File: src/logic/pdp8_pkg.sv
`default_nettype none

package pdp8_pkg;

  localparam int WORD_W = 12;

  // bit 0 is the msb, as in the PDP-8 manuals
  typedef logic [0:WORD_W-1] word_t;

  typedef enum logic [2:0] {
    OP_AND, OP_TAD, OP_ISZ, OP_DCA, OP_JMS, OP_JMP, OP_IOT, OP_OPR
  } opcode_e;

  localparam int IND_BIT  = 3;
  localparam int PAGE_BIT = 4;
  localparam int CLA_BIT  = 4;
  localparam int CMA_BIT  = 6;
  localparam int IAC_BIT  = 11;

  localparam word_t NOP_WORD = 12'o7000;
  localparam word_t HLT_WORD = 12'o7402;

  typedef enum logic [4:0] {
    IDLE, F0, FW, F3, D0, DW, D1, DW1, E0, EW, E1, E2, H0, HW, H1, H2, RT
  } major_state_e;

  typedef enum logic [2:0] {NONE, LOAD_ADDR, DEPOSIT, EXAMINE, START} panel_op_e;

  typedef struct packed {
    panel_op_e op;
    word_t     data;
  } panel_cmd_t;

  typedef struct packed {
    word_t instruction;
    word_t ma;
    word_t mdout;
    logic  isz_skip;
  } mau_out_t;

  // pointers at 0010-0017 step before use
  function automatic logic is_auto_index(word_t addr);
    return addr[0:WORD_W-4] == (WORD_W-3)'(1);
  endfunction

endpackage

`default_nettype wire

File: src/logic/host_bus_pkg.sv
`default_nettype none

package host_bus_pkg;

  localparam int WB_DAT_W = 16;

  typedef struct packed {
    logic                cyc;
    logic                stb;
    logic                we;
    logic [1:0]          adr;
    logic [WB_DAT_W-1:0] dat;
  } wb_req_t;

  typedef struct packed {
    logic                ack;
    logic [WB_DAT_W-1:0] dat;
  } wb_rsp_t;

  localparam logic [1:0] REG_MA     = 2'd0;
  localparam logic [1:0] REG_MD     = 2'd1;
  localparam logic [1:0] REG_RUN    = 2'd2;
  localparam logic [1:0] REG_STATUS = 2'd3;

  localparam int STATUS_RUN_BIT = 15;  // link sits just above ac

  typedef struct packed {
    pdp8_pkg::word_t pc;  // address the instruction was fetched from
    pdp8_pkg::word_t instruction;
    pdp8_pkg::word_t ac;
    logic            link;
    pdp8_pkg::word_t ma;
    pdp8_pkg::word_t mdout;
  } retire_t;

endpackage

`default_nettype wire

File: src/logic/major_state_seq.sv
`default_nettype none

module major_state_seq #(
  parameter int WORD_W = pdp8_pkg::WORD_W
) (
  input  logic                   clk,
  input  logic                   reset,
  input  pdp8_pkg::panel_cmd_t   cmd,
  input  logic                   cmd_valid,
  output logic                   cmd_done,
  output pdp8_pkg::word_t        panel_data,
  input  pdp8_pkg::mau_out_t     mau,
  output pdp8_pkg::major_state_e state,
  output pdp8_pkg::word_t        pc,
  output pdp8_pkg::word_t        ac,
  output logic                   link,
  output logic                   running,
  output host_bus_pkg::retire_t  rec,
  output logic                   rec_push,
  input  logic                   full
);
  import pdp8_pkg::*;

  word_t   fetch_pc;
  opcode_e op;
  logic    indirect;
  logic    halt;

  function automatic logic [WORD_W:0] opr_group1(word_t ir, logic l_in, word_t a_in);
    logic [WORD_W:0] la;
    la = {l_in, a_in};
    if (ir[CLA_BIT]) la[WORD_W-1:0] = '0;
    if (ir[CMA_BIT]) la[WORD_W-1:0] = ~la[WORD_W-1:0];
    if (ir[IAC_BIT]) la = la + 1'b1;  // carry flips link
    return la;
  endfunction

  assign op       = opcode_e'(mau.instruction[0:2]);
  assign indirect = mau.instruction[IND_BIT];
  assign halt     = (mau.instruction == HLT_WORD);

  always_ff @(posedge clk) begin
    if (reset) begin
      state    <= IDLE;
      pc       <= '0;
      ac       <= '0;
      link     <= 1'b0;
      running  <= 1'b0;
      fetch_pc <= '0;
    end else begin
      case (state)
        IDLE: if (cmd_valid) state <= H0;
        H0:   state <= HW;
        HW:   state <= H1;
        H1:   state <= H2;
        H2: begin
          if (cmd.op == START) begin
            pc      <= cmd.data;
            running <= 1'b1;
            state   <= F0;
          end else begin
            state <= IDLE;
          end
        end
        F0: begin
          fetch_pc <= pc;
          state    <= FW;
        end
        FW: state <= F3;
        F3: begin
          pc <= pc + 1'b1;
          if (op == OP_OPR && !indirect) {link, ac} <= opr_group1(mau.instruction, link, ac);
          if (op == OP_IOT || op == OP_OPR || (op == OP_JMP && !indirect)) state <= RT;
          else if (indirect) state <= D0;
          else state <= E0;
        end
        D0: state <= DW;
        DW: state <= D1;
        D1: begin
          if (is_auto_index(mau.ma)) state <= DW1;
          else state <= (op == OP_JMP) ? RT : E0;
        end
        DW1: state <= (op == OP_JMP) ? RT : E0;
        E0:  state <= EW;
        EW:  state <= E1;
        E1: begin
          if (op == OP_AND) ac <= ac & mau.mdout;
          if (op == OP_TAD) {link, ac} <= {link, ac} + {1'b0, mau.mdout};
          state <= E2;
        end
        E2: begin
          if (op == OP_DCA) ac <= '0;
          state <= RT;
        end
        RT: if (!full) begin  // hold here under back-pressure
          case (op)
            OP_JMP:  pc <= mau.ma;
            OP_JMS:  pc <= mau.ma + 1'b1;
            OP_ISZ:  if (mau.isz_skip) pc <= pc + 1'b1;
            default: ;
          endcase
          if (halt) begin
            running <= 1'b0;
            state   <= IDLE;
          end else begin
            state <= F0;
          end
        end
        default: state <= IDLE;
      endcase
    end
  end

  assign cmd_done   = (state == H2);
  assign panel_data = mau.mdout;
  assign rec_push   = (state == RT) && !full;

  assign rec = '{pc: fetch_pc, instruction: mau.instruction, ac: ac, link: link,
                 ma: mau.ma, mdout: mau.mdout};

  // tracer must report full right after taking a record
  a_push_fills: assert property (@(posedge clk) disable iff (reset)
    rec_push |=> full);

endmodule

`default_nettype wire

File: config.mk
export PLATFORM = sky130hd
export DESIGN_NAME = major_state_seq
export DESIGN_NICKNAME = d
export VERILOG_FILES = /design/src/logic/pdp8_pkg.sv /design/src/logic/host_bus_pkg.sv /design/src/logic/major_state_seq.sv
export SDC_FILE = /design/constraint.sdc
export NUM_CORES = 1
export LEC_CHECK = 0
export BUFFER_PORTS_ARGS = -buffer_cell sky130_fd_sc_hd__buf_2
export CAP_MARGIN = 20
export CORE_MARGIN = 4
export CORE_UTILIZATION = 36
export DETAILED_ROUTE_END_ITERATION = 8
export PLACE_DENSITY = 0.71
export REMOVE_ABC_BUFFERS = 1
export SLEW_MARGIN = 40
export SYNTH_ARGS = -nofsm -noshare
export SYNTH_HDL_FRONTEND = slang
export SYNTH_SLANG_ARGS = --single-unit
File: constraint.sdc
create_clock -name clk -period 4.6 [get_ports clk]
set_input_delay 0 -clock clk [delete_from_list [all_inputs] [get_ports clk]]
set_output_delay 0 -clock clk [all_outputs]
set_load 0.02 [all_outputs]
* After elaboration in Yosys (flattened, before gate mapping)
Index checks and enable logic that the tools add are counted.
Operators by class: $add $sub $neg 4, equality and inequality tests 37, muxes and demuxes 35, bitwise logic cells 2, reductions and logical operators 18
Operators with widths (number):
- 2-to-1 mux 12 bit | 15
- case mux 12 bit (3 select lines) | 3
- case mux 5 bit (17 select lines) | 1
- == test 5 x 4 -> 1 bit, second input constant | 8
- 2-to-1 mux 5 bit | 5
- adder 12 x 1 -> 12 bit, second input constant | 2
- == test 5 x 3 -> 1 bit, second input constant | 4
- == test 3 bit, second input constant | 5
- != test 2 bit, second input constant | 7
- adder 13 x 1 -> 13 bit, second input constant | 1
- adder 13 x 12 -> 13 bit | 1
- 2-to-1 mux 13 bit | 1
- AND 12 bit | 1
- == test 12 bit, second input constant | 1
- inverter 12 bit | 1
- AND reduction 4 bit | 3
- == test 5 x 2 -> 1 bit, second input constant | 2
- == test 9 x 1 -> 1 bit, second input constant | 1
- 2-to-1 mux 1 bit | 7
- == test 3 x 2 -> 1 bit, second input constant | 2
- != test 3 bit, second input constant | 2
- nonzero test 3 bit | 2
- == test 5 x 1 -> 1 bit, second input constant | 1
- == test 5 bit, second input constant | 1
- 13 further kinds | 19
Storage, ports and cells: bits in registers 43, input bits 56, output and inout bits 106, logic and storage cells 102

* Logic depth before layout (Yosys ltp)
word-level depth 14, depth in mapped cells 11, mapped depth without buffers 10

* Least setup slack after synthesis
OpenSTA, ideal clock, no wires.
kind reg-to-reg, from reg ac[0], to reg link, setup time 0.071 ns, arrival 2.330 ns, required time 4.529 ns, slack 2.199 ns, stages on the path, launching flop included 10, path buffers 0, period minus slack after synthesis 2.401 ns, path through dfxtp_1 ha_1 inv_1 fa_1 nor2b_1 o31a_1 o2111a_1 a2111oi_0 mux2_2 a21oi_1
Between the ends: word-level cells in the longest chain between the ends 13, elaborated cells on any way between the ends 15, those cells by class add/sub: 2; mux: 12; bitwise: 1
RTL lines:
- start, declared | RTL line major_state_seq.sv:15 | output pdp8_pkg::word_t ac,
- start signal, assigned | RTL line major_state_seq.sv:72 | if (op == OP_OPR && !indirect) {link, ac} <= opr_group1(mau.instruction, link, ac);
- start signal, assigned | RTL line major_state_seq.sv:87 | if (op == OP_AND) ac <= ac & mau.mdout;
- start signal, assigned | RTL line major_state_seq.sv:88 | if (op == OP_TAD) {link, ac} <= {link, ac} + {1'b0, mau.mdout};
- 2-to-1 mux 12 bit | RTL line major_state_seq.sv:32 | if (ir[CLA_BIT]) la[WORD_W-1:0] = '0;
- 2-to-1 mux 12 bit | RTL line major_state_seq.sv:72
- 2-to-1 mux 12 bit | RTL line major_state_seq.sv:51 | case (state)
- 2-to-1 mux 12 bit | RTL line major_state_seq.sv:43 | if (reset) begin
- inverter 12 bit | RTL line major_state_seq.sv:33 | if (ir[CMA_BIT]) la[WORD_W-1:0] = ~la[WORD_W-1:0];
- 2-to-1 mux 12 bit | RTL line major_state_seq.sv:33
- 2-to-1 mux 12 bit | RTL line major_state_seq.sv:72
- 2-to-1 mux 12 bit | RTL line major_state_seq.sv:51
- 2-to-1 mux 12 bit | RTL line major_state_seq.sv:43
- adder 13 x 1 -> 13 bit | RTL line major_state_seq.sv:34 | if (ir[IAC_BIT]) la = la + 1'b1;
- 2-to-1 mux 13 bit | RTL line major_state_seq.sv:34
- 2-to-1 mux 1 bit | RTL line major_state_seq.sv:72
- case mux 1 bit (2 select lines) (*) | RTL line major_state_seq.sv:51
- end signal, assigned | RTL line major_state_seq.sv:72
- end signal, assigned | RTL line major_state_seq.sv:88
- end, declared | RTL line major_state_seq.sv:16 | output logic link,
Every way passes the cells marked *; elsewhere a longest branch is shown, timed or not. The select of a mux whose other input is x is not followed. A chain may end at the register's enable or synchronous reset.

* Worst setup path in the final report
from reg state[1], to reg ac[11]
Between the ends: word-level cells in the longest chain between the ends 3, elaborated cells on any way between the ends 9, those cells by class eq/ne: 6; mux: 1; reduce/logical: 2
RTL lines:
- start, declared | RTL line major_state_seq.sv:13 | output pdp8_pkg::major_state_e state,
- start signal, assigned | RTL line major_state_seq.sv:81 | else state <= (op == OP_JMP) ? RT : E0;
- start signal, assigned | RTL line major_state_seq.sv:83 | DW1: state <= (op == OP_JMP) ? RT : E0;
- == test 5 x 4 -> 1 bit or == test 5 x 2 -> 1 bit (tied branches) | RTL line major_state_seq.sv:51
- != test 3 bit (no source line) (tied with other cells)
- AND reduction 4 bit (no source line)
Parallel ways exist; a longest one is shown, timed or not.

==> reports/metrics.csv <==
stage,metric,value,unit
grt,grt_usage,0.191,
logic_synthesis,synth_top_area_share,0.180,
logic_synthesis,synth_area_leaders,"dfxtp_1 18%, buf_4 9.7%, nor2_1 4.9%",
setup_path,end_kind,flop,
clocking,clk_latency,0.29,ns
setup_path,r2r_end,ac[11],
setup_path,arrival,3.11,ns
sta,setup_viol,0,
clocking,clock-root-buffer,clkbuf_16,
drt,dr.pass1.iters,5,
run_status,status,"complete, no violations",
worst_hold_path,min_to,pc[11],
sta,rsz0062_at_grt,false,
drt,ant_nets,0,
setup_path,r2r_cells,5,
setup_path,slowest_stage,o31ai_4,
logic_synthesis,async_reset_ff_frac,0,
power,ir_worst_vdd,0.185,mV
worst_hold_path,holdCritStartpoint,cmd[11],
die,die_w,123,µm
final_layout,final_cell_mix,"161 x buf_2, 62 x nor2_1, 52 x nand2_1",
logic_synthesis,synthCells,656,
worst_hold_path,holdPathStages,3,
drt,drc,0,
power,clockPowerShare,0.307,
clocking,post_cts_buffers,0,
final_layout,fill_cells,1381,
die,rows,41,
place,dp_slack,1.70,ns
setup_path,crit_path_max_incr_delay,0.94,ns
setup_path,start_kind,flop,
drt,wl_per_cell,17.0,µm
clocking,cts_buffers,5,
final_layout,multi_input_area,3240,µm²
grt,grt_overflow,0,
die,coreArea,12800,µm²
sta,layout_setup_ws,1.65,ns
clocking,clk_pin_slew_worst_paths,0.07,ns
logic_synthesis,synth_edf_count,0,
final_layout,diodes,0,
setup_path,r2r_slack,1.65,ns
logic_synthesis,post_synth.cell_area_avg,7.30,µm²
clocking,cts_num_sinks,43,
die,dieArea,15200,µm²
power,pwr_density_cell,282,nW/µm²
place,hpwl,11200,µm
drt,viasPerCell,5.72,
power,p_switching,583,µW
setup_path,crit_family,compound AO/OA/AOI/OAI gates,
logic_synthesis,yosys.cell_types.count,77,
place,io_buffers,161,
sta,tightest_slew,0.848,ns
drt,drt_wl_total,15300,µm
power,p_seq_frac,0.320,
power,p_leak,2.31,nW
grt,grt_pass1_wl,23400,µm
sta,max_freq,339,MHz
setup_path,crit_chain,"nand4bb_1, o31ai_4, o21ai_2, or3b_1, o2bb2ai_1",
power,sw_frac_of_total,0.383,
clocking,h-tree-depth,2,
final_layout,drive_gt1_frac,0.260,
sta,period_share,0.641,
logic_synthesis,yosysTopAreaCell,dfxtp_1,
power,p_int,939,µW
setup_path,crit_buf_inv,0,
sta,slew_violations,0,
grt,antenna_found_initial,1,
logic_synthesis,synth-seq-cells,43,
setup_path,cp_max_fo,17,
clocking,cts_tree,done,
drt,route.vias.total,5140,
setup_path,r2r_start,state[1],
logic_synthesis,seq_area_frac_synth,0.180,
die,initial_core_util,0.373,
setup_path,critPathKind,reg -> reg,
clocking,cts.repair.resized,0,
final_layout,fin_nets,797,
power,combPwrFrac,0.373,
clocking,clock_tree.buffer_depth,2,
place,gp_congestion,0.918,
logic_synthesis,synth_top_flop_cell,dfxtp_1,
drt,drtIter0Drc,485,
final_layout,regArea,861,µm²
sta,hold_viol,0,
setup_path,required,4.76,ns
sta,fin_worst_skew,0.00815,ns
job,drv_cap,0,
grt,grt_pass1_vias,4506,
logic_synthesis,netlist_area,4790,µm²
logic_synthesis,yosysWarnings,0,
sta,period_needed,2.95,ns
worst_hold_path,hp-class,in -> reg,
grt,grt_max_degree,34,
sta,slew_headroom,0.434,
final_layout,layout_commonest_cell,buf_2,
die,pin_count,162,
die,die_h,123,µm
final_layout,syn_to_final_growth,12.9,%
sta,finalSetupTns,0,ns
[synth_stat cells, types with 6 or more instances]
master    count
nor3_1       11
xnor2_1      21
ha_1         15
a221oi_1     10
nor4_1        9
xor2_1        6
buf_4        62
buf_2         7
a211oi_1     14
o21a_1        6
a21oi_1      39
o21ai_0      37
inv_1        17
dfxtp_1      43
and3_1       12
a21o_1        8
nand3_1      20
mux2i_1      15
nand2_1      52
nand2b_1     13
nor2b_1      10
clkbuf_1     30
a31oi_1       6
nor3b_1       7
a311oi_1      6
nand4_1       9
nor2_1       63
[cell families (layout without fill, tap and decap cells)]
kind of cell	after synthesis	after routing	synth area share
DFF	43	43	0.180
adders and majority gates	16	16	0.0434
AOI/OAI and AO/OA	193	193	0.283
buffers and inverters	120	190	0.146
xor gates and xnor gates	27	27	0.0494
and+or+nand+nor	241	241	0.264
muxes	16	16	0.0337
[stage by stage]
stage               total power, mW  utilization  hold WS (ns)  cell area (µm²)  instances
floorplan                     0.816            -             0             4150        554
global placement               1.05        0.405         0.232             5200        889
detailed placement             1.05        0.405         0.236             5200        889
CTS                            1.52        0.421        0.0433             5400        898
global route                   1.60        0.421        0.0594             5400        898
finish                         1.52        0.421        0.0468             5400        898
[how the worst max path moves through the flow]
stage / start / to / slack, ns / cells past startpoint
4_1_cts: state[1] / ac[11] / 1.67 / 5
3_3_place_gp: state[1] / ac[11] / 1.78 / 5
3_5_place_dp: state[1] / ac[11] / 1.70 / 5
6_report: state[1] / ac[11] / 1.65 / 5
5_1_grt: state[1] / pc[11] / 1.45 / 6
2_1_floorplan: state[0] / fetch_pc[0] / 1.61 / 4
[tightest hold or removal path: stages]
cell and delay [ns]:
buf_2 0.08, a221oi_1 0.07, a21oi_1 0.14
[power by group through the flow]
stage / registers, mW / logic, mW / clock network (mW)
floorplan: 0.511 / 0.305 / 0
global placement: 0.492 / 0.557 / 0
detailed placement: 0.493 / 0.558 / 0
CTS: 0.485 / 0.561 / 0.476
global route: 0.496 / 0.620 / 0.488
finish: 0.487 / 0.568 / 0.467
[state kept, by name (all words and copies together) (netlist names)]
signal,cells
ac,12
fetch_pc,12
pc,12
state,5
link,1
running,1
[routing by layer]
metal | part of all wire | routed length, µm | GRT usage | vias up
li1 | - | - | - | 2509
met1 | 0.44 | 6740 | 0.270 | 2375
met2 | 0.47 | 7160 | 0.302 | 220
met3 | 0.071 | 1080 | 0.0242 | 34
met4 | 0.019 | 298 | 0.0581 | 2
met5 | 0.00046 | 7 | 0 | -
[timing repair]
item / CTS / global route
hold buffers: 1 / 0
endpoints found under the setup margin: 0 / 0
endpoints found under the hold margin: 1 / 0
[area by class of cell]
type / count / share of cell area
tap: 172 / 0.0398
multi-input combinational: 493 / 0.600
inverter: 18 / 0.0125
timing repair buffer: 164 / 0.154
clock inverter: 2 / 0.0111
sequential: 43 / 0.159
clock buffer: 6 / 0.0239
Note: power is estimated with default switching activity, not from simulation.
