[src/logic/pdp8_pkg.sv]
`default_nettype none

package pdp8_pkg;

  localparam int WORD_W = 12;

  // bit 0 is the msb, as in the PDP-8 manuals
  typedef logic [0:WORD_W-1] word_t;

  typedef enum logic [2:0] {
    OP_AND, OP_TAD, OP_ISZ, OP_DCA, OP_JMS, OP_JMP, OP_IOT, OP_OPR
  } opcode_e;

  localparam int IND_BIT  = 3;
  localparam int PAGE_BIT = 4;
  localparam int CLA_BIT  = 4;
  localparam int CMA_BIT  = 6;
  localparam int IAC_BIT  = 11;

  localparam word_t NOP_WORD = 12'o7000;
  localparam word_t HLT_WORD = 12'o7402;

  typedef enum logic [4:0] {
    IDLE, F0, FW, F3, D0, DW, D1, DW1, E0, EW, E1, E2, H0, HW, H1, H2, RT
  } major_state_e;

  typedef enum logic [2:0] {NONE, LOAD_ADDR, DEPOSIT, EXAMINE, START} panel_op_e;

  typedef struct packed {
    panel_op_e op;
    word_t     data;
  } panel_cmd_t;

  typedef struct packed {
    word_t instruction;
    word_t ma;
    word_t mdout;
    logic  isz_skip;
  } mau_out_t;

  // pointers at 0010-0017 step before use
  function automatic logic is_auto_index(word_t addr);
    return addr[0:WORD_W-4] == (WORD_W-3)'(1);
  endfunction

endpackage

`default_nettype wire

[src/logic/host_bus_pkg.sv]
`default_nettype none

package host_bus_pkg;

  localparam int WB_DAT_W = 16;

  typedef struct packed {
    logic                cyc;
    logic                stb;
    logic                we;
    logic [1:0]          adr;
    logic [WB_DAT_W-1:0] dat;
  } wb_req_t;

  typedef struct packed {
    logic                ack;
    logic [WB_DAT_W-1:0] dat;
  } wb_rsp_t;

  localparam logic [1:0] REG_MA     = 2'd0;
  localparam logic [1:0] REG_MD     = 2'd1;
  localparam logic [1:0] REG_RUN    = 2'd2;
  localparam logic [1:0] REG_STATUS = 2'd3;

  localparam int STATUS_RUN_BIT = 15;  // link sits just above ac

  typedef struct packed {
    pdp8_pkg::word_t pc;  // address the instruction was fetched from
    pdp8_pkg::word_t instruction;
    pdp8_pkg::word_t ac;
    logic            link;
    pdp8_pkg::word_t ma;
    pdp8_pkg::word_t mdout;
  } retire_t;

endpackage

`default_nettype wire

[src/logic/wb_host_port.sv]
`default_nettype none

module wb_host_port #(
  parameter int WORD_W = pdp8_pkg::WORD_W
) (
  input  logic                  clk,
  input  logic                  reset,
  input  host_bus_pkg::wb_req_t wb_req,
  output host_bus_pkg::wb_rsp_t wb_rsp,
  input  logic                  running,
  input  logic                  link,
  input  pdp8_pkg::word_t       ac,
  output pdp8_pkg::panel_cmd_t  cmd,
  output logic                  cmd_valid,
  input  logic                  cmd_done,
  input  pdp8_pkg::word_t       panel_data
);
  import pdp8_pkg::*;
  import host_bus_pkg::*;

  logic                ack_q;
  logic [WB_DAT_W-1:0] dat_q;
  logic [WB_DAT_W-1:0] status_word;
  logic                new_req;
  panel_op_e           req_op;

  // no new transfer while acking or while a command is out
  assign new_req = wb_req.cyc && wb_req.stb && !ack_q && !cmd_valid;

  always_comb begin
    status_word = '0;
    status_word[STATUS_RUN_BIT] = running;
    status_word[WORD_W] = link;
    status_word[WORD_W-1:0] = ac;
  end

  // panel is locked out while the processor runs
  always_comb begin
    req_op = NONE;
    if (!running) begin
      case (wb_req.adr)
        REG_MA:  if (wb_req.we) req_op = LOAD_ADDR;
        REG_MD:  req_op = wb_req.we ? DEPOSIT : EXAMINE;
        REG_RUN: if (wb_req.we) req_op = START;
        default: ;
      endcase
    end
  end

  always_ff @(posedge clk) begin
    if (reset) begin
      ack_q     <= 1'b0;
      cmd_valid <= 1'b0;
      cmd       <= '{op: NONE, data: '0};
    end else begin
      ack_q <= 1'b0;
      if (cmd_valid && cmd_done) begin
        cmd_valid <= 1'b0;
        ack_q     <= 1'b1;
      end else if (new_req) begin
        if (req_op == NONE) begin
          ack_q <= 1'b1;  // status or ignored access
        end else begin
          cmd_valid <= 1'b1;
          cmd       <= '{op: req_op, data: wb_req.dat[WORD_W-1:0]};
        end
      end
    end
  end

  always_ff @(posedge clk) begin
    if (cmd_valid && cmd_done) dat_q <= WB_DAT_W'(panel_data);
    else if (new_req) dat_q <= (wb_req.adr == REG_STATUS) ? status_word : '0;
  end

  assign wb_rsp = '{ack: ack_q, dat: dat_q};

  a_ack_single: assert property (@(posedge clk) disable iff (reset)
    wb_rsp.ack |=> !wb_rsp.ack);

endmodule

`default_nettype wire

[config.mk]
export PLATFORM = sky130hd
export DESIGN_NAME = wb_host_port
export DESIGN_NICKNAME = d
export VERILOG_FILES = /design/src/logic/pdp8_pkg.sv /design/src/logic/host_bus_pkg.sv /design/src/logic/wb_host_port.sv
export SDC_FILE = /design/constraint.sdc
export NUM_CORES = 1
export LEC_CHECK = 0
export BUFFER_PORTS_ARGS = -buffer_cell sky130_fd_sc_hd__buf_2
export CAP_MARGIN = 30
export CORE_ASPECT_RATIO = 0.75
export CORE_MARGIN = 3
export CORE_UTILIZATION = 41
export CTS_CLUSTER_SIZE = 12
export DETAILED_ROUTE_END_ITERATION = 10
export HOLD_SLACK_MARGIN = 0.08
export PLACE_DENSITY = 0.9
export SLEW_MARGIN = 25
export SYNTH_ARGS = -nofsm -noshare
export SYNTH_HDL_FRONTEND = slang
export SYNTH_SLANG_ARGS = --single-unit
[constraint.sdc]
create_clock -name clk -period 1.6 [get_ports clk]
set_clock_uncertainty 0.05 [all_clocks]
set_input_delay 0.16 -clock clk [delete_from_list [all_inputs] [get_ports clk]]
set_output_delay 0.16 -clock clk [all_outputs]
set_load 0.005 [all_outputs]
## Yosys cells after proc, flatten, opt, wreduce, memory -nomap -nowiden

Index checks and enable logic that the tools add are counted.
W data, S select, Z words.

| word-level totals | value |
|---|---|
| memories | 0 |
| bits in registers | 33 |
| RAM bits | 0 |
| ROM bits | 0 |
| output and inout bits | 33 |
| bits in latches | 0 |
| bits of input ports | 50 |
| word-level logic and storage cells | 34 |

| cells by class | value |
|---|---|
| reduce and logical (&&, ||, !) cells | 12 |
| $lt $le $gt $ge | 0 |
| muxes and demuxes | 11 |
| shift operators | 0 |
| equal/unequal tests | 3 |
| add/sub/neg operators | 0 |
| $mul | 0 |
| div/mod/pow operators | 0 |
| bitwise logic cells | 2 |

Operators with widths:

| kind | number |
|---|---|
| $mux W12 | 2 |
| $mux W16 | 1 |
| $pmux W3 S3 | 1 |
| $mux W3 | 2 |
| $mux W1 | 5 |
| $eq A2 B2 Y1 const B | 2 |
| $logic_and A1 B1 Y1 | 4 |
| $logic_not A3 Y1 | 1 |
| $reduce_and A3 Y1 | 1 |
| $eq A2 B1 Y1 const B | 1 |
| $logic_not A1 Y1 | 2 |
| $logic_not A2 Y1 | 1 |
| $not A1 Y1 | 2 |
| $reduce_and A2 Y1 | 1 |
| $reduce_bool A2 Y1 | 1 |
| $reduce_or A2 Y1 | 1 |

## Depth between registers and ports, before layout

Gate-level depths: netlist of run 1.

| logic depth | value |
|---|---|
| depth after elaboration | 7 |
| gate-level depth with buffers | 6 |
| depth with buffers taken out | 4 |

## Worst setup path after synthesis of run 1

OpenSTA, ideal clock, no wires.

| timing | value |
|---|---|
| path kind | flip-flop to flip-flop |
| start | register cmd_valid |
| end | register cmd[10] (netlist bit) |
| cell stages (with the launch flop) | 7 |
| buffers on the path | 2 |
| setup slack | 177 ps |
| required time | 1,422 ps |
| period minus slack after synthesis | 1,423 ps |
| arrival | 1,245 ps |
| setup time | 128 ps |
| path through | dfxtp_1 nand4bb_4 a211oi_2 buf_6 buf_12 mux2i_1 nor2_1 |

| between the ends | value |
|---|---|
| cells in the longest elaborated chain, start to end | 3 |
| elaborated cells on any way between the ends | 5 |
| those cells by class | bitwise: 1; reduce/logical: 4 |

RTL lines:

| what | line | source |
|---|---|---|
| start, declared | wb_host_port.sv:14 | `output logic cmd_valid,` |
| start signal, assigned | wb_host_port.sv:53 | `cmd_valid <= 1'b0;` |
| start signal, assigned | wb_host_port.sv:58 | `cmd_valid <= 1'b0;` |
| start signal, assigned | wb_host_port.sv:64 | `cmd_valid <= 1'b1;` |
| $logic_not A1 Y1 or $logic_and A1 B1 Y1 (tied branches) | wb_host_port.sv:28, wb_host_port.sv:57 |  |
| $logic_and A1 B1 Y1 or $not A1 Y1 (tied branches) | - |  |
| $reduce_and A3 Y1 (no line) * | - |  |
| end signal, assigned | wb_host_port.sv:54 | `cmd <= '{op: NONE, data: '0};` |
| end signal, assigned | wb_host_port.sv:65 | `cmd <= '{op: req_op, data: wb_req.dat[WORD_W-1:0]};` |
| end, declared | wb_host_port.sv:13 | `output pdp8_pkg::panel_cmd_t cmd,` |

Every way passes the cells marked *; elsewhere a longest branch is shown, timed or not.
A chain may end at the register's enable or synchronous reset.

## Final worst setup path of run 1

| timing | value |
|---|---|
| start | register cmd_valid |
| end | register cmd[4] (netlist bit) |

The elaborated chain is that of the path after synthesis.

==> run_results.csv, run 1 <==
group,metric,value,unit
timing,setup_violations,0,
yosys,synth-seq-cells,31,
setup_path,start_kind,"register",
floorplanning,die_h,54.65,um
timing,hold_viol_final,0,
timing,rsz0062_at_grt,"true",
yosys,yosysSeqAreaShare,0.5725,
run_status,outcome,"complete, no violations",
final_layout,final_cells,229,
global_routing,grt_max_degree,19,
placed_design,dp_worst_setup_slack,64.42,ps
clock_tree,cts_sinks,31,
floorplanning,num_rows,16,
routing,drt_iter0_markers,49,
floorplanning,die_w,70.87,um
global_routing,grt_pass1_vias,1054,
placed_design,dp_hpwl,2410,um
timing,min_period,1523,ps
yosys,synth-warning-count,0,
yosys,netlist_top_cells_area,"dfxtp_1 (29%), edfxtp_1 (28%), mux2i_1 (10%)",
final_layout,diodes,0,
yosys,yosysUniqueCellTypes,29,
final_layout,syn2layout_area_growth,43.71,%
clock_tree,clk_path_buf_depth,2,
timing,fin_crit_sh,0.9521,
final_layout,fin_area,0.001859,mm^2
routing,vias_per_cell,4.878,
routing,ant_nets,0,
placed_design,io_buffer_count,76,
routing,first_pass_iters,4,
routing,drc,0,
setup_path,cp_data_arrival_time,1630,ps
clock_tree,path_clk_slew,60,ps
routing,drt_wl_total,3205,um
placed_design,dpl.cell_count,213,
setup_path,cp_max_fo,17,
global_routing,globalRouteOverflowTotal,0,
clock_tree,h-tree-depth,2,
global_routing,grt_util_all_layers,0.1617,
floorplanning,fp.coreArea,0.002803,mm^2
timing,fmax,0.6564,GHz
placed_design,placed_area,0.001684,mm^2
final_layout,drive_gt1_frac,0.4715,
floorplanning,die-area,0.003872,mm^2
yosys,yosysTopAreaCell,"dfxtp_1",
setup_path,crit_required,1710,ps
timing,holdWs,85.05,ps
yosys,syn_area_per_cell,12.09,um^2
clock_tree,cts-root-buf,"clkbuf_8",
routing,vias,1117,
routing,wl_per_cell,14.00,um
final_layout,nNetsFinal,242,
yosys,yosysTopAreaCellShare,0.2940,
min_path,hold_class,"input port to register",
setup_path,worstSetupPathType,"register to register",
clock_tree,clock_latency,270,ps
global_routing,grt_pass1_wl,4733,um
placed_design,gp_congestion,0.7700,
final_layout,fill_cells,237,
timing,slew_viol_final,0,
yosys,synth_area,0.001294,mm^2
timing,setup_ws,76.59,ps
run,cap_violations,0,
setup_path,cp-end-kind,"register",
clock_tree,cts_tree,"done",
yosys,syn_inst,107,
clock_tree,numCtsBuffers,5,
final_layout,finish.utilization,0.6634,
power,power.density,875.3,mW/mm^2
floorplanning,start_util,0.4616,
power,irDropWorstVdd,563.0,uV
power,leakagePower,0.8600,nW
floorplanning,io_pins,83,
global_routing,antenna_found_initial,0,
layout make-up:
cell class,instances,area [um^2],area share
clock buffers,7,76.32,0.04105
clock inverters,1,5.005,0.002692
well taps,36,45.04,0.02423
multi-input cells,66,493.0,0.2651
flip-flops and latches,31,740.7,0.3984
inverters,1,3.754,0.002019
repair buffers,87,495.5,0.2665
what timing repair did:
action,in CTS,in global routing
setup endpoints to repair,0,25
setup buffers,0,0
hold buffers,8,0
endpoints found under the hold margin,8,0
gates resized for setup,0,3
per-stage QoR:
stage	setup TNS [ps]	power [W]
after floorplan	0	0.0009581
after global placement	0	0.001045
after detailed placement	0	0.001054
after CTS	0	0.001633
after global routing	-14.20	0.001699
final	0	0.001627
cell usage in the layout, fill, tap and decap left out, drive strengths merged:
cell type,instances
a32o,2
buf,79
nand3,2
mux2i,13
nor3b,1
clkbuf,7
a22o,12
nor3,2
dfxtp,19
conb,2
nand2b,4
a21oi,2
inv,1
nor2b,1
nand2,3
o21ai,3
dlygate4sd3,8
nand4bb,1
a211oi,1
xor2,1
and2,1
nor2,15
clkinv,1
edfxtp,12
worst paths after layout:
path,slack (ps),end,startpoint,cells past startpoint
worst min register to register,410,cmd[13]$_SDFFE_PP0P_,cmd[13]$_SDFFE_PP0P_,2
worst max register to register,80,cmd[4]$_SDFFE_PP0P_,cmd_valid$_SDFFE_PP0P_,5
worst min-delay path,90,cmd[9]$_SDFFE_PP0P_,wb_req[9],3
worst max-delay path,80,cmd[4]$_SDFFE_PP0P_,cmd_valid$_SDFFE_PP0P_,5
synthesized netlist by cell type, drive strengths merged:
| cell | count |
|---|---|
| clkbuf | 3 |
| nand2b | 4 |
| nand2 | 3 |
| conb | 1 |
| o21ai | 3 |
| nand4bb | 1 |
| mux2i | 13 |
| a32o | 2 |
| nor3 | 2 |
| buf | 7 |
| xor2 | 1 |
| dfxtp | 19 |
| nor2 | 15 |
| a22o | 12 |
| nor3b | 1 |
| a211oi | 1 |
| and2 | 1 |
| a21oi | 2 |
| edfxtp | 12 |
| nand3 | 2 |
| inv | 1 |
| nor2b | 1 |
report_power, final:
| part | internal, W | leakage (nW) | total (W) | switching (W) |
|---|---|---|---|---|
| logic | 0.000108 | 0.546 | 0.000195 | 0.0000870 |
| clock network | 0.000304 | 0.0422 | 0.000572 | 0.000268 |
| registers | 0.000850 | 0.272 | 0.000860 | 0.0000101 |
| total | 0.00126 | 0.860 | 0.00163 | 0.000365 |
layer usage:
metal  vias to the layer above  wire (um)  track usage
met5                         -          0            0
met4                         0         43      0.07813
met3                         4        137      0.03303
met2                        32       1757       0.2985
met1                       530       1266       0.1837
li1                        551          -            -
worst max-delay path, stage by stage, from the launching register on:
cell and delay (ps):
dfxtp_1 350, nand4bb_4 260, a211oi_4 250, buf_12 210, mux2i_2 230, nor2_1 50
kinds of logic (layout without fill, tap and decap cells):
family | count (synthesis) | in the layout | share of synthesized area
flops | 31 | 31 | 0.5725
compound gates | 20 | 20 | 0.1257
mux | 13 | 13 | 0.1006
buf+inv | 11 | 96 | 0.05995
xor+xnor | 1 | 1 | 0.006771
simple gates | 30 | 30 | 0.1315
other cells | 1 | 2 | 0.002899
flip-flops by register name, indices dropped and copies added (netlist names):
register / cells
cmd: 15
dat_q: 14
ack_q: 1
cmd_valid: 1
No activity file was read; power rests on OpenSTA's default activity.
==> run 2, diff against run 1 <==
Settings changed: CELL_PAD_IN_SITES_DETAIL_PLACEMENT set to 0, CELL_PAD_IN_SITES_GLOBAL_PLACEMENT set to 1, CORE_UTILIZATION 41 to 30, TNS_END_PERCENT set to 30.
==> run 2 against run 1 <==
Compared with the run above:
- non-clock buffer count is 5 higher
- routed wire length is 0.31% lower
- critical path type unchanged
- sequential share of layout area is 1.1 points lower
- count of clock-buffer cells in the layout stayed put
- first-iteration DRC count is 35% higher
- critical path depth stayed put
- combinational power hardly changed
- maximum frequency is 3.2% higher
- sequential power hardly changed
- via count is 0.81% lower
- global-route usage is 3.4 points lower
==> run_results.csv, run 2 (synthesized netlist as in run 1, its figures left out) <==
group,metric,value,unit
power,finalPower,0.001667,W
clock_tree,cts_tree,"done",
setup_path,worstSetupPathType,"register to register",
global_routing,antenna_found_initial,0,
global_routing,globalRouteOverflowTotal,0,
timing,fmax,0.6771,GHz
timing,setup_tns,0,ps
clock_tree,clk_path_buf_depth,2,
setup_path,crit_required,1700,ps
floorplanning,die_h,62.87,um
setup_path,cp-end-kind,"register",
placed_design,gp_congestion,0.6588,
final_layout,diodes,0,
setup_path,start_kind,"register",
final_layout,reg_top3,"cmd x15, dat_q x14",
final_layout,largest_register_ffs,15,
global_routing,grt_max_degree,19,
floorplanning,fp.coreArea,0.004104,mm^2
run_status,outcome,"complete, no violations",
min_path,hold_class,"input port to register",
power,irDropWorstVdd,503.9,uV
global_routing,grt_util_all_layers,0.1278,
power,power.density,872.1,mW/mm^2
routing,first_pass_iters,4,
timing,hold_viol_final,0,
floorplanning,num_rows,20,
global_routing,grt_pass1_wl,4954,um
placed_design,io_buffer_count,76,
placed_design,dp_hpwl,2333,um
final_layout,final_common_cell,"buf_2",
run,cap_violations,0,
routing,wl_per_cell,12.63,um
timing,rsz0062_at_grt,"false",
global_routing,grt_pass1_vias,1057,
final_layout,largest-register,"cmd",
routing,drt_iter0_markers,66,
final_layout,layout_common_cells,"buf_2 (76), dfxtp_1 (19), nor2_1 (14)",
timing,min_period,1477,ps
clock_tree,cts_sinks,31,
clock_tree,path_clk_slew,60,ps
timing,holdWs,87.12,ps
clock_tree,cts_setup_buffers,0,
setup_path,cp_max_fo,8,
floorplanning,start_util,0.3152,
final_layout,syn2layout_area_growth,47.78,%
final_layout,drive_gt1_frac,0.4747,
clock_tree,clock_latency,270,ps
floorplanning,die_w,81.83,um
clock_tree,h-tree-depth,2,
timing,slew_viol_final,0,
routing,drc,0,
timing,setup_violations,0,
floorplanning,die-area,0.005145,mm^2
routing,drt_wl_total,3195,um
timing,fin_crit_sh,0.9230,
floorplanning,io_pins,83,
routing,ant_nets,0,
clock_tree,numCtsBuffers,5,
setup_path,cp_data_arrival_time,1580,ps
power,leakagePower,0.8859,nW
routing,vias_per_cell,4.379,
final_layout,nNetsFinal,247,
setup_path,r2r_setup_slack,120,ps
clock_tree,cts-root-buf,"clkbuf_8",
routing,vias,1108,
## run 2: changes by cell type in the layout (fill, tap and decap cells not counted)
cell / before / now
clkbuf_1: 2 / 1
a211oi_4: 1 / 0
mux2i_1: 12 / 13
a211oi_2: 0 / 1
mux2i_2: 1 / 0
buf_12: 1 / 0
dlygate4sd3_1: 8 / 10
clkbuf_8: 5 / 6
buf_4: 2 / 6
## run 2: routing by layer
metal  GRT usage  wire (um)
met5           0          0
met4     0.06639         49
met3     0.04179        200
met2      0.2046       1557
met1      0.1498       1387
## run 2: timing repair
action / in CTS / in global routing
endpoints found under the setup margin: 0 / 12
gates resized for setup: 0 / 1
hold buffers: 10 / 0
hold endpoints to repair: 10 / 0
## run 2: layout make-up
type                            instances  area, um^2
Clock buffer                            7       86.33
Clock inverter                          1       5.005
Fill cell                             403        2192
Inverter                                1       3.754
Multi-Input combinational cell         66       481.7
Sequential cell                        31       740.7
Tap cell                               55       68.82
Timing Repair Buffer                   92       525.5
## run 2: power breakdown
| group | switching [W] | total, W | internal [W] |
|---|---|---|---|
| sequential | 0.00000893 | 0.000859 | 0.000850 |
| clock | 0.000264 | 0.000611 | 0.000346 |
| combinational | 0.0000859 | 0.000198 | 0.000112 |
| total | 0.000359 | 0.00167 | 0.00131 |
## run 2: final timing paths
kind                          startpoint                    to  cells past startpoint
setup / recovery  cmd_valid$_SDFFE_PP0P_   cmd[5]$_SDFFE_PP0P_                      5
hold / removal                 wb_req[4]   cmd[4]$_SDFFE_PP0P_                      3
setup reg to reg  cmd_valid$_SDFFE_PP0P_   cmd[5]$_SDFFE_PP0P_                      5
hold reg to reg     cmd[13]$_SDFFE_PP0P_  cmd[13]$_SDFFE_PP0P_                      2
## run 2: per-stage QoR
step / util / setup slack, ps / cell area (um^2) / std cells
finish: 0.4659 / 123.1 / 1912 / 253
global route: 0.4659 / 16.43 / 1912 / 253
CTS: 0.4652 / 38.14 / 1909 / 253
detailed placement: 0.4186 / 49.18 / 1718 / 235
global placement: 0.4186 / 103.0 / 1718 / 235
floorplan: - / 177.4 / 1297 / 108
## run 2: critical path, cell delays in order (launching register included)
cell and delay [ps]:
dfxtp_1 350, nand4bb_4 220, a211oi_2 230, buf_4 250, mux2i_1 210, nor2_1 50
