--- config.mk ---
export PLATFORM = sky130hd
export DESIGN_NAME = retire_tracer
export DESIGN_NICKNAME = d
export VERILOG_FILES = /design/src/logic/pdp8_pkg.sv /design/src/logic/host_bus_pkg.sv /design/src/logic/retire_tracer.sv
export SDC_FILE = /design/constraint.sdc
export NUM_CORES = 1
export LEC_CHECK = 0
export BUFFER_PORTS_ARGS = -buffer_cell sky130_fd_sc_hd__buf_2
export CORE_ASPECT_RATIO = 1.25
export CORE_UTILIZATION = 40
export CTS_CLUSTER_DIAMETER = 200
export DETAILED_ROUTE_END_ITERATION = 12
export PLACE_DENSITY = 0.83
export SLEW_MARGIN = 30
export SYNTH_ARGS = -nofsm -noshare
export SYNTH_HDL_FRONTEND = slang
export SYNTH_SLANG_ARGS = --single-unit
--- constraint.sdc ---
create_clock -name clk -period 0.8 [get_ports clk]
set_input_delay 0.24 -clock clk [delete_from_list [all_inputs] [get_ports clk]]
set_output_delay 0.24 -clock clk [all_outputs]
set_load 0.005 [all_outputs]
--- src/logic/pdp8_pkg.sv ---
`default_nettype none

package pdp8_pkg;

  localparam int WORD_W = 12;

  // bit 0 is the msb, as in the PDP-8 manuals
  typedef logic [0:WORD_W-1] word_t;

  typedef enum logic [2:0] {
    OP_AND, OP_TAD, OP_ISZ, OP_DCA, OP_JMS, OP_JMP, OP_IOT, OP_OPR
  } opcode_e;

  localparam int IND_BIT  = 3;
  localparam int PAGE_BIT = 4;
  localparam int CLA_BIT  = 4;
  localparam int CMA_BIT  = 6;
  localparam int IAC_BIT  = 11;

  localparam word_t NOP_WORD = 12'o7000;
  localparam word_t HLT_WORD = 12'o7402;

  typedef enum logic [4:0] {
    IDLE, F0, FW, F3, D0, DW, D1, DW1, E0, EW, E1, E2, H0, HW, H1, H2, RT
  } major_state_e;

  typedef enum logic [2:0] {NONE, LOAD_ADDR, DEPOSIT, EXAMINE, START} panel_op_e;

  typedef struct packed {
    panel_op_e op;
    word_t     data;
  } panel_cmd_t;

  typedef struct packed {
    word_t instruction;
    word_t ma;
    word_t mdout;
    logic  isz_skip;
  } mau_out_t;

  // pointers at 0010-0017 step before use
  function automatic logic is_auto_index(word_t addr);
    return addr[0:WORD_W-4] == (WORD_W-3)'(1);
  endfunction

endpackage

`default_nettype wire

--- src/logic/host_bus_pkg.sv ---
`default_nettype none

package host_bus_pkg;

  localparam int WB_DAT_W = 16;

  typedef struct packed {
    logic                cyc;
    logic                stb;
    logic                we;
    logic [1:0]          adr;
    logic [WB_DAT_W-1:0] dat;
  } wb_req_t;

  typedef struct packed {
    logic                ack;
    logic [WB_DAT_W-1:0] dat;
  } wb_rsp_t;

  localparam logic [1:0] REG_MA     = 2'd0;
  localparam logic [1:0] REG_MD     = 2'd1;
  localparam logic [1:0] REG_RUN    = 2'd2;
  localparam logic [1:0] REG_STATUS = 2'd3;

  localparam int STATUS_RUN_BIT = 15;  // link sits just above ac

  typedef struct packed {
    pdp8_pkg::word_t pc;  // address the instruction was fetched from
    pdp8_pkg::word_t instruction;
    pdp8_pkg::word_t ac;
    logic            link;
    pdp8_pkg::word_t ma;
    pdp8_pkg::word_t mdout;
  } retire_t;

endpackage

`default_nettype wire

--- src/logic/retire_tracer.sv ---
`default_nettype none

module retire_tracer (
  input  logic                  clk,
  input  logic                  reset,
  input  host_bus_pkg::retire_t rec_in,
  input  logic                  rec_push,
  output logic                  full,
  output host_bus_pkg::retire_t rec,
  output logic                  rec_valid,
  input  logic                  rec_ready
);

  always_ff @(posedge clk) begin
    if (reset) begin
      rec_valid <= 1'b0;
    end else if (rec_push) begin
      rec_valid <= 1'b1;
    end else if (rec_ready) begin
      rec_valid <= 1'b0;  // consumer took it
    end
  end

  always_ff @(posedge clk) begin
    if (rec_push) rec <= rec_in;
  end

  assign full = rec_valid;  // single entry

  a_hold_stable: assert property (@(posedge clk) disable iff (reset)
    rec_valid && !rec_ready |=> rec_valid && $stable(rec));

endmodule

`default_nettype wire

Word level (Yosys, flattened, before mapping)
Cells that the tools add are included.

Output and inout port bits: 63. Register bits after elaboration: 62. Logic and storage cells: 10.

Reductions and logical operators: 1. Mux-type cells: 2.

Operator list (count): $mux W1 (2); $reduce_bool A2 Y1 (1).

Logic depth before layout (Yosys ltp)
Gate-level depths: netlist of the first run.

Depth in word-level cells: 2. Depth in mapped cells: 2. Depth with buffers taken out: 2.

Least setup slack after synthesis of the first run
No wires, ideal clock.

Path type: register -> output. Start point: register rec_valid (netlist: full). End point: output rec_valid. Required time: 0.560 ns. Cell stages (with the launch flop): 2. Buffers on the path: 1. Path slack: 0.109 ns. Arrival time: 0.451 ns. Path through: dfxtp_1 buf_4.

RTL lines: from (decl) (line retire_tracer.sv:10) `output logic rec_valid,`; from (signal assigned) (line retire_tracer.sv:16) `rec_valid <= 1'b0;`; from (signal assigned) (line retire_tracer.sv:18) `rec_valid <= 1'b1;`; from (signal assigned) (line retire_tracer.sv:20) `rec_valid <= 1'b0;`.

No word-level cell between the ends.

Final worst setup path of the first run
Start point: register rec[54] (netlist name). End point: output rec[54] (netlist name).

RTL lines: from (decl) (line retire_tracer.sv:9) `output host_bus_pkg::retire_t rec,`; from (signal assigned) (line retire_tracer.sv:25) `if (rec_push) rec <= rec_in;`.

No word-level cell between the ends.

==> results of run 1 <==
==> synth_stat cells <==
master	n	area share (%)
dfxtp_1	1	1.1
nand2b_1	1	0.33
a21oi_2	1	0.47
buf_4	1	0.40
inv_1	1	0.20
edfxtp_1	61	98
==> through the flow <==
step | total power, mW | utilization [%] | instance area (um2) | cells
floorplan | 4.04 | - | 1880 | 66
finish | 7.25 | 63.4 | 2830 | 268
detailed placement | 4.51 | 58.7 | 2620 | 252
global route | 7.51 | 63.4 | 2830 | 268
CTS | 7.33 | 63.4 | 2830 | 268
global placement | 4.49 | 58.7 | 2620 | 252
==> power groups by stage <==
| stage | sequential (mW) | combinational, mW | clock (mW) |
|---|---|---|---|
| 3_5_place_dp | 3.98 | 0.535 | 0 |
| 3_3_place_gp | 3.97 | 0.518 | 0 |
| 5_1_grt | 3.93 | 0.568 | 3.02 |
| 2_1_floorplan | 4.03 | 0.0105 | 0 |
| 4_1_cts | 3.91 | 0.536 | 2.88 |
| 6_report | 3.91 | 0.526 | 2.82 |
==> path summary, 6_finish.rpt <==
| check | startpoint | endpoint | slack, ns | depth (start not counted) |
|---|---|---|---|---|
| worst max register to register | full | full | 0.20 | 2 |
| worst min-delay path | reset | full | 0.07 | 2 |
| worst min register to register | full | full | 0.50 | 2 |
| worst max-delay path | rec[54] | rec[54] | -0.30 | 1 |
==> metal layers <==
layer  part of all wire [%]  vias up
met4                    4.3        0
met1                     34      532
li1                       -      541
met3                    7.5       13
met5                      0        -
met2                     54       77
==> sequential cells by signal, summed over array words and instances, names as in the netlist <==
| register | cells |
|---|---|
| rec | 61 |
| full | 1 |
==> layout make-up <==
class	instances	area share, %
tap	58	2.57
timing repair buffer	129	23.9
clock buffer	11	4.65
multi-input combinational	2	0.531
sequential	62	65.6
clock inverter	5	2.61
inverter	1	0.133
==> logic make-up after synthesis <==
logic type      Yosys count  share of synthesized area (%)
compound gates            1                          0.466
buf+inv                   2                          0.600
flops                    62                           98.6
simple gates              1                          0.333
==> repair_timing <==
item                       CTS  global route
resized for setup            1             0
pin swaps                    0             0
setup endpoints to repair   63            63
hold buffers                 0             0
==> flow_summary.toml, run 1 <==
[power_and_ir_drop]
p_int_mw = 5.87
ir_worst_vdd_mv = 1.73
p_clk_share_pct = 38.8
power_frac_comb_pct = 7.3
power.leakage_nw = 1.24
p_sw_mw = 1.38
swShare_pct = 19.0
seqPwrFrac_pct = 53.9
power_density_mw_per_mm2 = 2570

[floorplanning]
core_area_mm2 = 0.00446
die_h_um = 78.6
num_rows = 27
boundaryPins = 128
fp.dieW_um = 63.3
die-area_mm2 = 0.00497
start_util_pct = 42.1

[cts]
htreeDepth = 3
clockRootBuffer = "clkbuf_8"
cts_setup_buffers = 0
cts_sinks = 62
clk_path_buf_depth = 2
clkTransAtPathRegs_ns = 0.07
numCtsBuffers = 9
tritoncts = "yes"
clk_latency_ns = 0.32

[final_layout]
antenna_cells = 0
nNetsFinal = 270
drive_gt1_share_pct = 68.6
nFillCells = 341
area_growth_pct = 50.4
mostFrequentLayoutCell = "buf_2"
multi_input_area_um2 = 15.0
final_cell_mix = "buf_2 (127), edfxtp_1 (61), clkbuf_8 (9)"
register_area_mm2 = 0.00185

[global_route]
grt_pass1_wl_um = 5610
grtUsageMet1_pct = 15.4
grt_max_degree = 34
track_usage_pct = 16.7
antenna_found_initial = 0
grt_pass1_vias = 1201
grt-busiest-layer = "met2"
grt_use_met2_pct = 29.5
gr-total-overflow = 0
gr-usage-met3_pct = 4.94

[synthesis]
syn_inst = 66
synth_area_mm2 = 0.00188
synth_warnings = 0
yosys.cell_types.count = 6
syn_nets = 131
ys_seq_area_share_pct = 98.6
ys_ff_latch = 62
synth.avg_cell_area_um2 = 28.5

[sta]
setup_viol = 63
tightest_slew_ns = 0.175
period_needed_ns = 1.10
skew_ns = 0
worst_hold_slack_ns = 0.0707
rsz0062_at_grt = "yes"
setup_slack_ns = -0.295
min_period_over_period_pct = 137
slew_headroom_pct = 88.3
finalHoldViolCount = 0
tns_ns = -15.86
slew_viol_final = 0
max_freq_mhz = 913

[critical_path]
cpMaxStageDelayCell = "edfxtp_1"
cp.arrival_ns = 0.86
required_ns = 0.56
path_buf_inv = 1
crit_path_end_kind = "output port"
crit_fanout = 1
crit_path_max_incr_delay_ns = 0.39
cp_top_family = "flip-flops"
start_kind = "register"
crit_type = "register to output port"
cp_cell_sequence = "buf_2"

[outcome]
violations = "negative setup slack"
outcome = "complete, but fails checks"

[placed_design]
portBuffers = 127
dp_slack_ns = -0.115
place_congestion = 0.810

[min_path]
worstHoldPathType = "primary input to register"

[detailed_routing]
vias_per_cell = 4.34
avgRoutedWirePerCell_um = 14.4
vias = 1163
firstDrtPassIters = 4
ant_nets = 0
drc = 0
routed_wl_um = 3870
drt-initial-drc-count = 46

[run]
cap_viol_max_count = 0
(Power assumes the default switching activity.)
==> run 2: changes to the inputs <==
--- a/config.mk
+++ b/config.mk
@@ -7,10 +7,10 @@
 export LEC_CHECK = 0
 export BUFFER_PORTS_ARGS = -buffer_cell sky130_fd_sc_hd__buf_2
 export CORE_ASPECT_RATIO = 1.25
-export CORE_UTILIZATION = 40
+export CORE_UTILIZATION = 36
 export CTS_CLUSTER_DIAMETER = 200
 export DETAILED_ROUTE_END_ITERATION = 12
-export PLACE_DENSITY = 0.83
+export PLACE_DENSITY = 0.79
 export SLEW_MARGIN = 30
 export SYNTH_ARGS = -nofsm -noshare
 export SYNTH_HDL_FRONTEND = slang
==> constraint.sdc (replaced) <==
create_clock -name clk -period 1 [get_ports clk]
set_input_delay 0.3 -clock clk [delete_from_list [all_inputs] [get_ports clk]]
set_output_delay 0.3 -clock clk [all_outputs]
set_load 0.005 [all_outputs]
==> flow_summary.toml, run 2 (same netlist as run 1, synthesis figures left out) <==
[outcome]
outcome = "complete, but fails checks"
violations = "negative setup slack"

[power_and_ir_drop]
ir_worst_vdd_mv = 0.891
p_clk_share_pct = 34.7
finalPower_mw = 5.43
power_frac_comb_pct = 7.7
power_density_mw_per_mm2 = 1940
power.leakage_nw = 1.22
p_sw_mw = 1.01
seqPwrFrac_pct = 57.6
swShare_pct = 18.6
p_int_mw = 4.42

[sta]
period_needed_ns = 1.13
finalHoldViolCount = 0
skew_ns = 0
slew_headroom_pct = 89.8
setup_slack_ns = -0.128
min_period_over_period_pct = 113
rsz0062_at_grt = "yes"
tightest_slew_ns = 0.153
setup_viol = 63
max_freq_mhz = 886
slew_viol_final = 0

[critical_path]
cpMaxStageDelayCell = "edfxtp_1"
path_buf_inv = 1
crit_path_end_kind = "output port"
cp_top_family = "flip-flops"
cp_cell_sequence = "buf_2"
cp.arrival_ns = 0.83
crit_fanout = 1
start_kind = "register"
crit_path_max_incr_delay_ns = 0.37
crit_type = "register to output port"
required_ns = 0.70

[floorplanning]
die-area_mm2 = 0.00551
num_rows = 29
die_h_um = 82.8
core_area_mm2 = 0.00504
fp.dieW_um = 66.6
boundaryPins = 128
start_util_pct = 37.2

[global_route]
grt_pass1_wl_um = 4600
gr-total-overflow = 0
grt_max_degree = 30
track_usage_pct = 12.5
grt_pass1_vias = 1009
antenna_found_initial = 0

[placed_design]
portBuffers = 127
place_congestion = 0.663
hpwl_um = 2790
dp_slack_ns = 0.0311

[run]
cap_viol_max_count = 0

[cts]
clk_latency_ns = 0.31
numCtsBuffers = 9
clkTransAtPathRegs_ns = 0.06
htreeDepth = 3
cts_sinks = 62
clockRootBuffer = "clkbuf_8"
clk_path_buf_depth = 2
cts_hold_buf = 0
tritoncts = "yes"

[detailed_routing]
firstDrtPassIters = 4
avgRoutedWirePerCell_um = 13.5
drc = 0
vias_per_cell = 4.12
ant_nets = 0
vias = 1116
routed_wl_um = 3660
drt-initial-drc-count = 62

[final_layout]
drive_gt1_share_pct = 67.9
largest_reg_flops = 61
mostFrequentLayoutCell = "buf_2"
regMostFlops = "rec"
nNetsFinal = 271
area_growth_pct = 49.2
antenna_cells = 0
final_cell_mix = "buf_2 (127), edfxtp_1 (61), clkbuf_8 (9)"

[min_path]
worstHoldPathType = "primary input to register"
[run 2: layout make-up]
type | instances | area [um2]
Sequential cell | 62 | 1850
Clock inverter | 3 | 37.5
Timing Repair Buffer | 130 | 683
Inverter | 1 | 3.75
Clock buffer | 11 | 131
Tap cell | 62 | 77.6
Multi-Input combinational cell | 2 | 15.0
Fill cell | 429 | 2240
[run 2: worst paths after layout]
kind,slack (ns),startpoint,cells after the start,end
worst max register to register,0.41,full,2,full
worst min register to register,0.49,full,2,full
worst max-delay path,-0.13,rec[22],1,rec[22]
worst min-delay path,0.13,reset,2,full
[run 2: worst reg2reg max path: stages (launching register included)]
cell and delay, ns:
dfxtp_2 0.33, nand2b_1 0.07, a21oi_2 0.12
[run 2: metal layers]
metal  GRT usage (%)  share of wire [%]
met2            21.6                 58
met1            11.9                 32
met5               0                  0
met3            5.77                6.9
met4            7.66                2.8
[run 2: power by group through the flow]
stage               logic [mW]  clock network, mW  registers (mW)
floorplan              0.00840                  0            3.22
CTS                      0.425               1.95            3.13
detailed placement       0.424                  0            3.18
finish                   0.418               1.89            3.13
global placement         0.413                  0            3.17
global route             0.455               2.05            3.15
[run 2: metrics by stage]
step | instances | util (%) | hold slack [ns] | setup TNS, ns | area (um2)
global placement | 257 | 52.2 | 0.459 | 0 | 2630
CTS | 271 | 55.5 | 0.116 | -7.83 | 2800
detailed placement | 257 | 52.2 | 0.462 | 0 | 2630
floorplan | 66 | - | 0.362 | 0 | 1880
finish | 271 | 55.5 | 0.134 | -6.28 | 2800
global route | 271 | 55.5 | 0.124 | -9.14 | 2800
[run 2: repair_timing]
| item | 4_1_cts | 5_1_grt |
|---|---|---|
| pin swaps | 0 | 0 |
| setup endpoints to repair | 63 | 63 |
| endpoints found under the hold margin | 0 | 0 |
| buffers inserted | 0 | 0 |
| gates resized for setup | 1 | 0 |
==> run 3: changes to the inputs <==
--- a/config.mk
+++ b/config.mk
@@ -5,7 +5,8 @@
 export SDC_FILE = /design/constraint.sdc
 export NUM_CORES = 1
 export LEC_CHECK = 0
-export BUFFER_PORTS_ARGS = -buffer_cell sky130_fd_sc_hd__buf_2
+export ABC_AREA = 1
+export BUFFER_PORTS_ARGS = -buffer_cell sky130_fd_sc_hd__buf_4
 export CORE_ASPECT_RATIO = 1.25
 export CORE_UTILIZATION = 36
 export CTS_CLUSTER_DIAMETER = 200
@@ -15,3 +16,4 @@
 export SYNTH_ARGS = -nofsm -noshare
 export SYNTH_HDL_FRONTEND = slang
 export SYNTH_SLANG_ARGS = --single-unit
+export TNS_END_PERCENT = 20
==> flow_summary.toml, run 3 <==
[final_layout]
layout.cells.non_filler = 274
drive_gt1_share_pct = 68.9
mostFrequentLayoutCell = "buf_4"
area_growth_pct = 71.6
largest_reg_flops = 61
regMostFlops = "rec"
antenna_cells = 0
final_cell_mix = "buf_4 (114), edfxtp_1 (61), buf_6 (13), clkbuf_8 (9), buf_12 (3)"
nNetsFinal = 272

[critical_path]
cp_cell_sequence = "buf_6"
crit_path_end_kind = "output port"
start_kind = "register"
cp_top_family = "flip-flops"
required_ns = 0.70
worstSetupStartpoint = "rec[2]"
path_buf_inv = 1
crit_path_max_incr_delay_ns = 0.40
rrSetupSlack_ns = 0.42
reg2regPathDepth = 2
cp.arrival_ns = 0.86
r2r-end = "full"
timing.rr.start = "full"
critPathCapture = "rec[2]"
cpMaxStageDelayCell = "edfxtp_1"
cp_num_cells = 1
crit_type = "register to output port"
crit_fanout = 1

[power_and_ir_drop]
ir_worst_vdd_mv = 1.24
finalPower_mw = 6.08
power_density_mw_per_mm2 = 1880
power.leakage_nw = 1.38

[sta]
setup_viol = 63
period_needed_ns = 1.16
tightest_slew_ns = 0.133
setup_slack_ns = -0.164
slew_viol_final = 0
rsz0062_at_grt = "yes"
skew_ns = 0
min_period_over_period_pct = 116
finalHoldViolCount = 0
slew_headroom_pct = 91.1
worst_hold_slack_ns = 0.112
max_freq_mhz = 859

[global_route]
grt_pass1_vias = 1124
track_usage_pct = 14.3
antenna_found_initial = 0
grt_pass1_wl_um = 5290
gr-total-overflow = 0
grt_max_degree = 26

[floorplanning]
boundaryPins = 128
fp.dieW_um = 66.6
num_rows = 29
start_util_pct = 37.3
die_h_um = 82.8
core_area_mm2 = 0.00504
die-area_mm2 = 0.00552

[detailed_routing]
avgRoutedWirePerCell_um = 15.3
wl_met1_um = 1400
ant_nets = 0
wl_met2_um = 2300
vias = 1180
firstDrtPassIters = 4
drt-initial-drc-count = 85
vias_per_cell = 4.31
topRoutingLayerUsed = "met4"
routed-wl-met3_um = 377
routed_wl_um = 4200
drc = 0

[placed_design]
hpwl_um = 3080
dp_slack_ns = 0.0647
portBuffers = 127
place_congestion = 0.629
dp.cells = 258

[cts]
cts_setup_buffers = 0
numCtsBuffers = 9
clkTransAtPathRegs_ns = 0.07
htreeDepth = 3
tritoncts = "yes"
cts_sinks = 62
clockRootBuffer = "clkbuf_8"
ctsResizeCount = 5
clk_path_buf_depth = 2
cts_hold_buf = 0
clk_latency_ns = 0.33

[synthesis]
yosys.cell_types.count = 6
synthTopCellsByCount = "edfxtp_1 (61), inv_1 (2)"
ys_async_sr_fraction_pct = 0
synth_top_area_cell = "edfxtp_1"
syn_inst = 67
ys_seq_area_share_pct = 98.5
synth_top_area_share_pct = 97.5
ys_ff_latch = 62
synth_flop_cell = "edfxtp_1"
synth-edff-count = 61
synth_warnings = 0
yosysMostFrequentCell = "edfxtp_1"
synth.avg_cell_area_um2 = 28.0
yosys-top-cells-area = "edfxtp_1 (97%), dfxtp_1 (1.1%), a21oi_2 (0.47%), buf_4 (0.40%), inv_1 (0.40%)"
syn_nets = 132
synth_area_mm2 = 0.00188

[run]
cap_viol_max_count = 0

[outcome]
outcome = "complete, but fails checks"
violations = "negative setup slack"

[min_path]
worstHoldPathType = "primary input to register"
==> run 3: cell count changes after synthesis, sizes merged <==
| cell | change |
|---|---|
| nand2b | -1 |
| nand2 | +1 |
| inv | +1 |
==> run 3: power by group <==
group | leakage, nW | internal [mW] | total (mW) | switching (mW)
combinational | 0.669 | 0.430 | 0.623 | 0.193
sequential | 0.606 | 3.08 | 3.15 | 0.0665
clock | 0.104 | 1.38 | 2.31 | 0.923
==> run 3: final cells by class <==
class                           count  area [um2]
Inverter                            2        7.51
Multi-Input combinational cell      2        12.5
Timing Repair Buffer              130        1060
Tap cell                           62        77.6
Sequential cell                    62        1850
Clock buffer                        9         124
Clock inverter                      7        88.8
Fill cell                         362        1820
==> run 3: through the flow <==
stage	setup TNS, ns	instance area [um2]	util, %
after global placement	0	2960	58.7
after detailed placement	0	2960	58.7
after CTS	-10.0	3190	63.3
after global routing	-11.12	3230	64.0
after floorplan	0	1880	-
final	-8.62	3230	64.0
==> run 3: logic make-up after synthesis <==
group | Yosys count | synth area share, %
flops | 62 | 98.5
buf+inv | 3 | 0.799
simple gates | 1 | 0.200
compound gates | 1 | 0.466
==> run 3: worst min path at each step <==
| stage | start | endpoint | slack (ns) | cells after the start |
|---|---|---|---|---|
| detailed placement | reset | full | 0.46 | 2 |
| global placement | reset | full | 0.46 | 2 |
| global route | reset | full | 0.09 | 2 |
| CTS | reset | full | 0.09 | 2 |
| floorplan | reset | full | 0.36 | 1 |
| finish | reset | full | 0.11 | 2 |
==> run 3: metal layers <==
metal,up-vias,global-route usage [%]
met5,-,0
met4,0,12.1
met3,11,4.92
met2,71,23.7
met1,554,14.3
li1,544,-
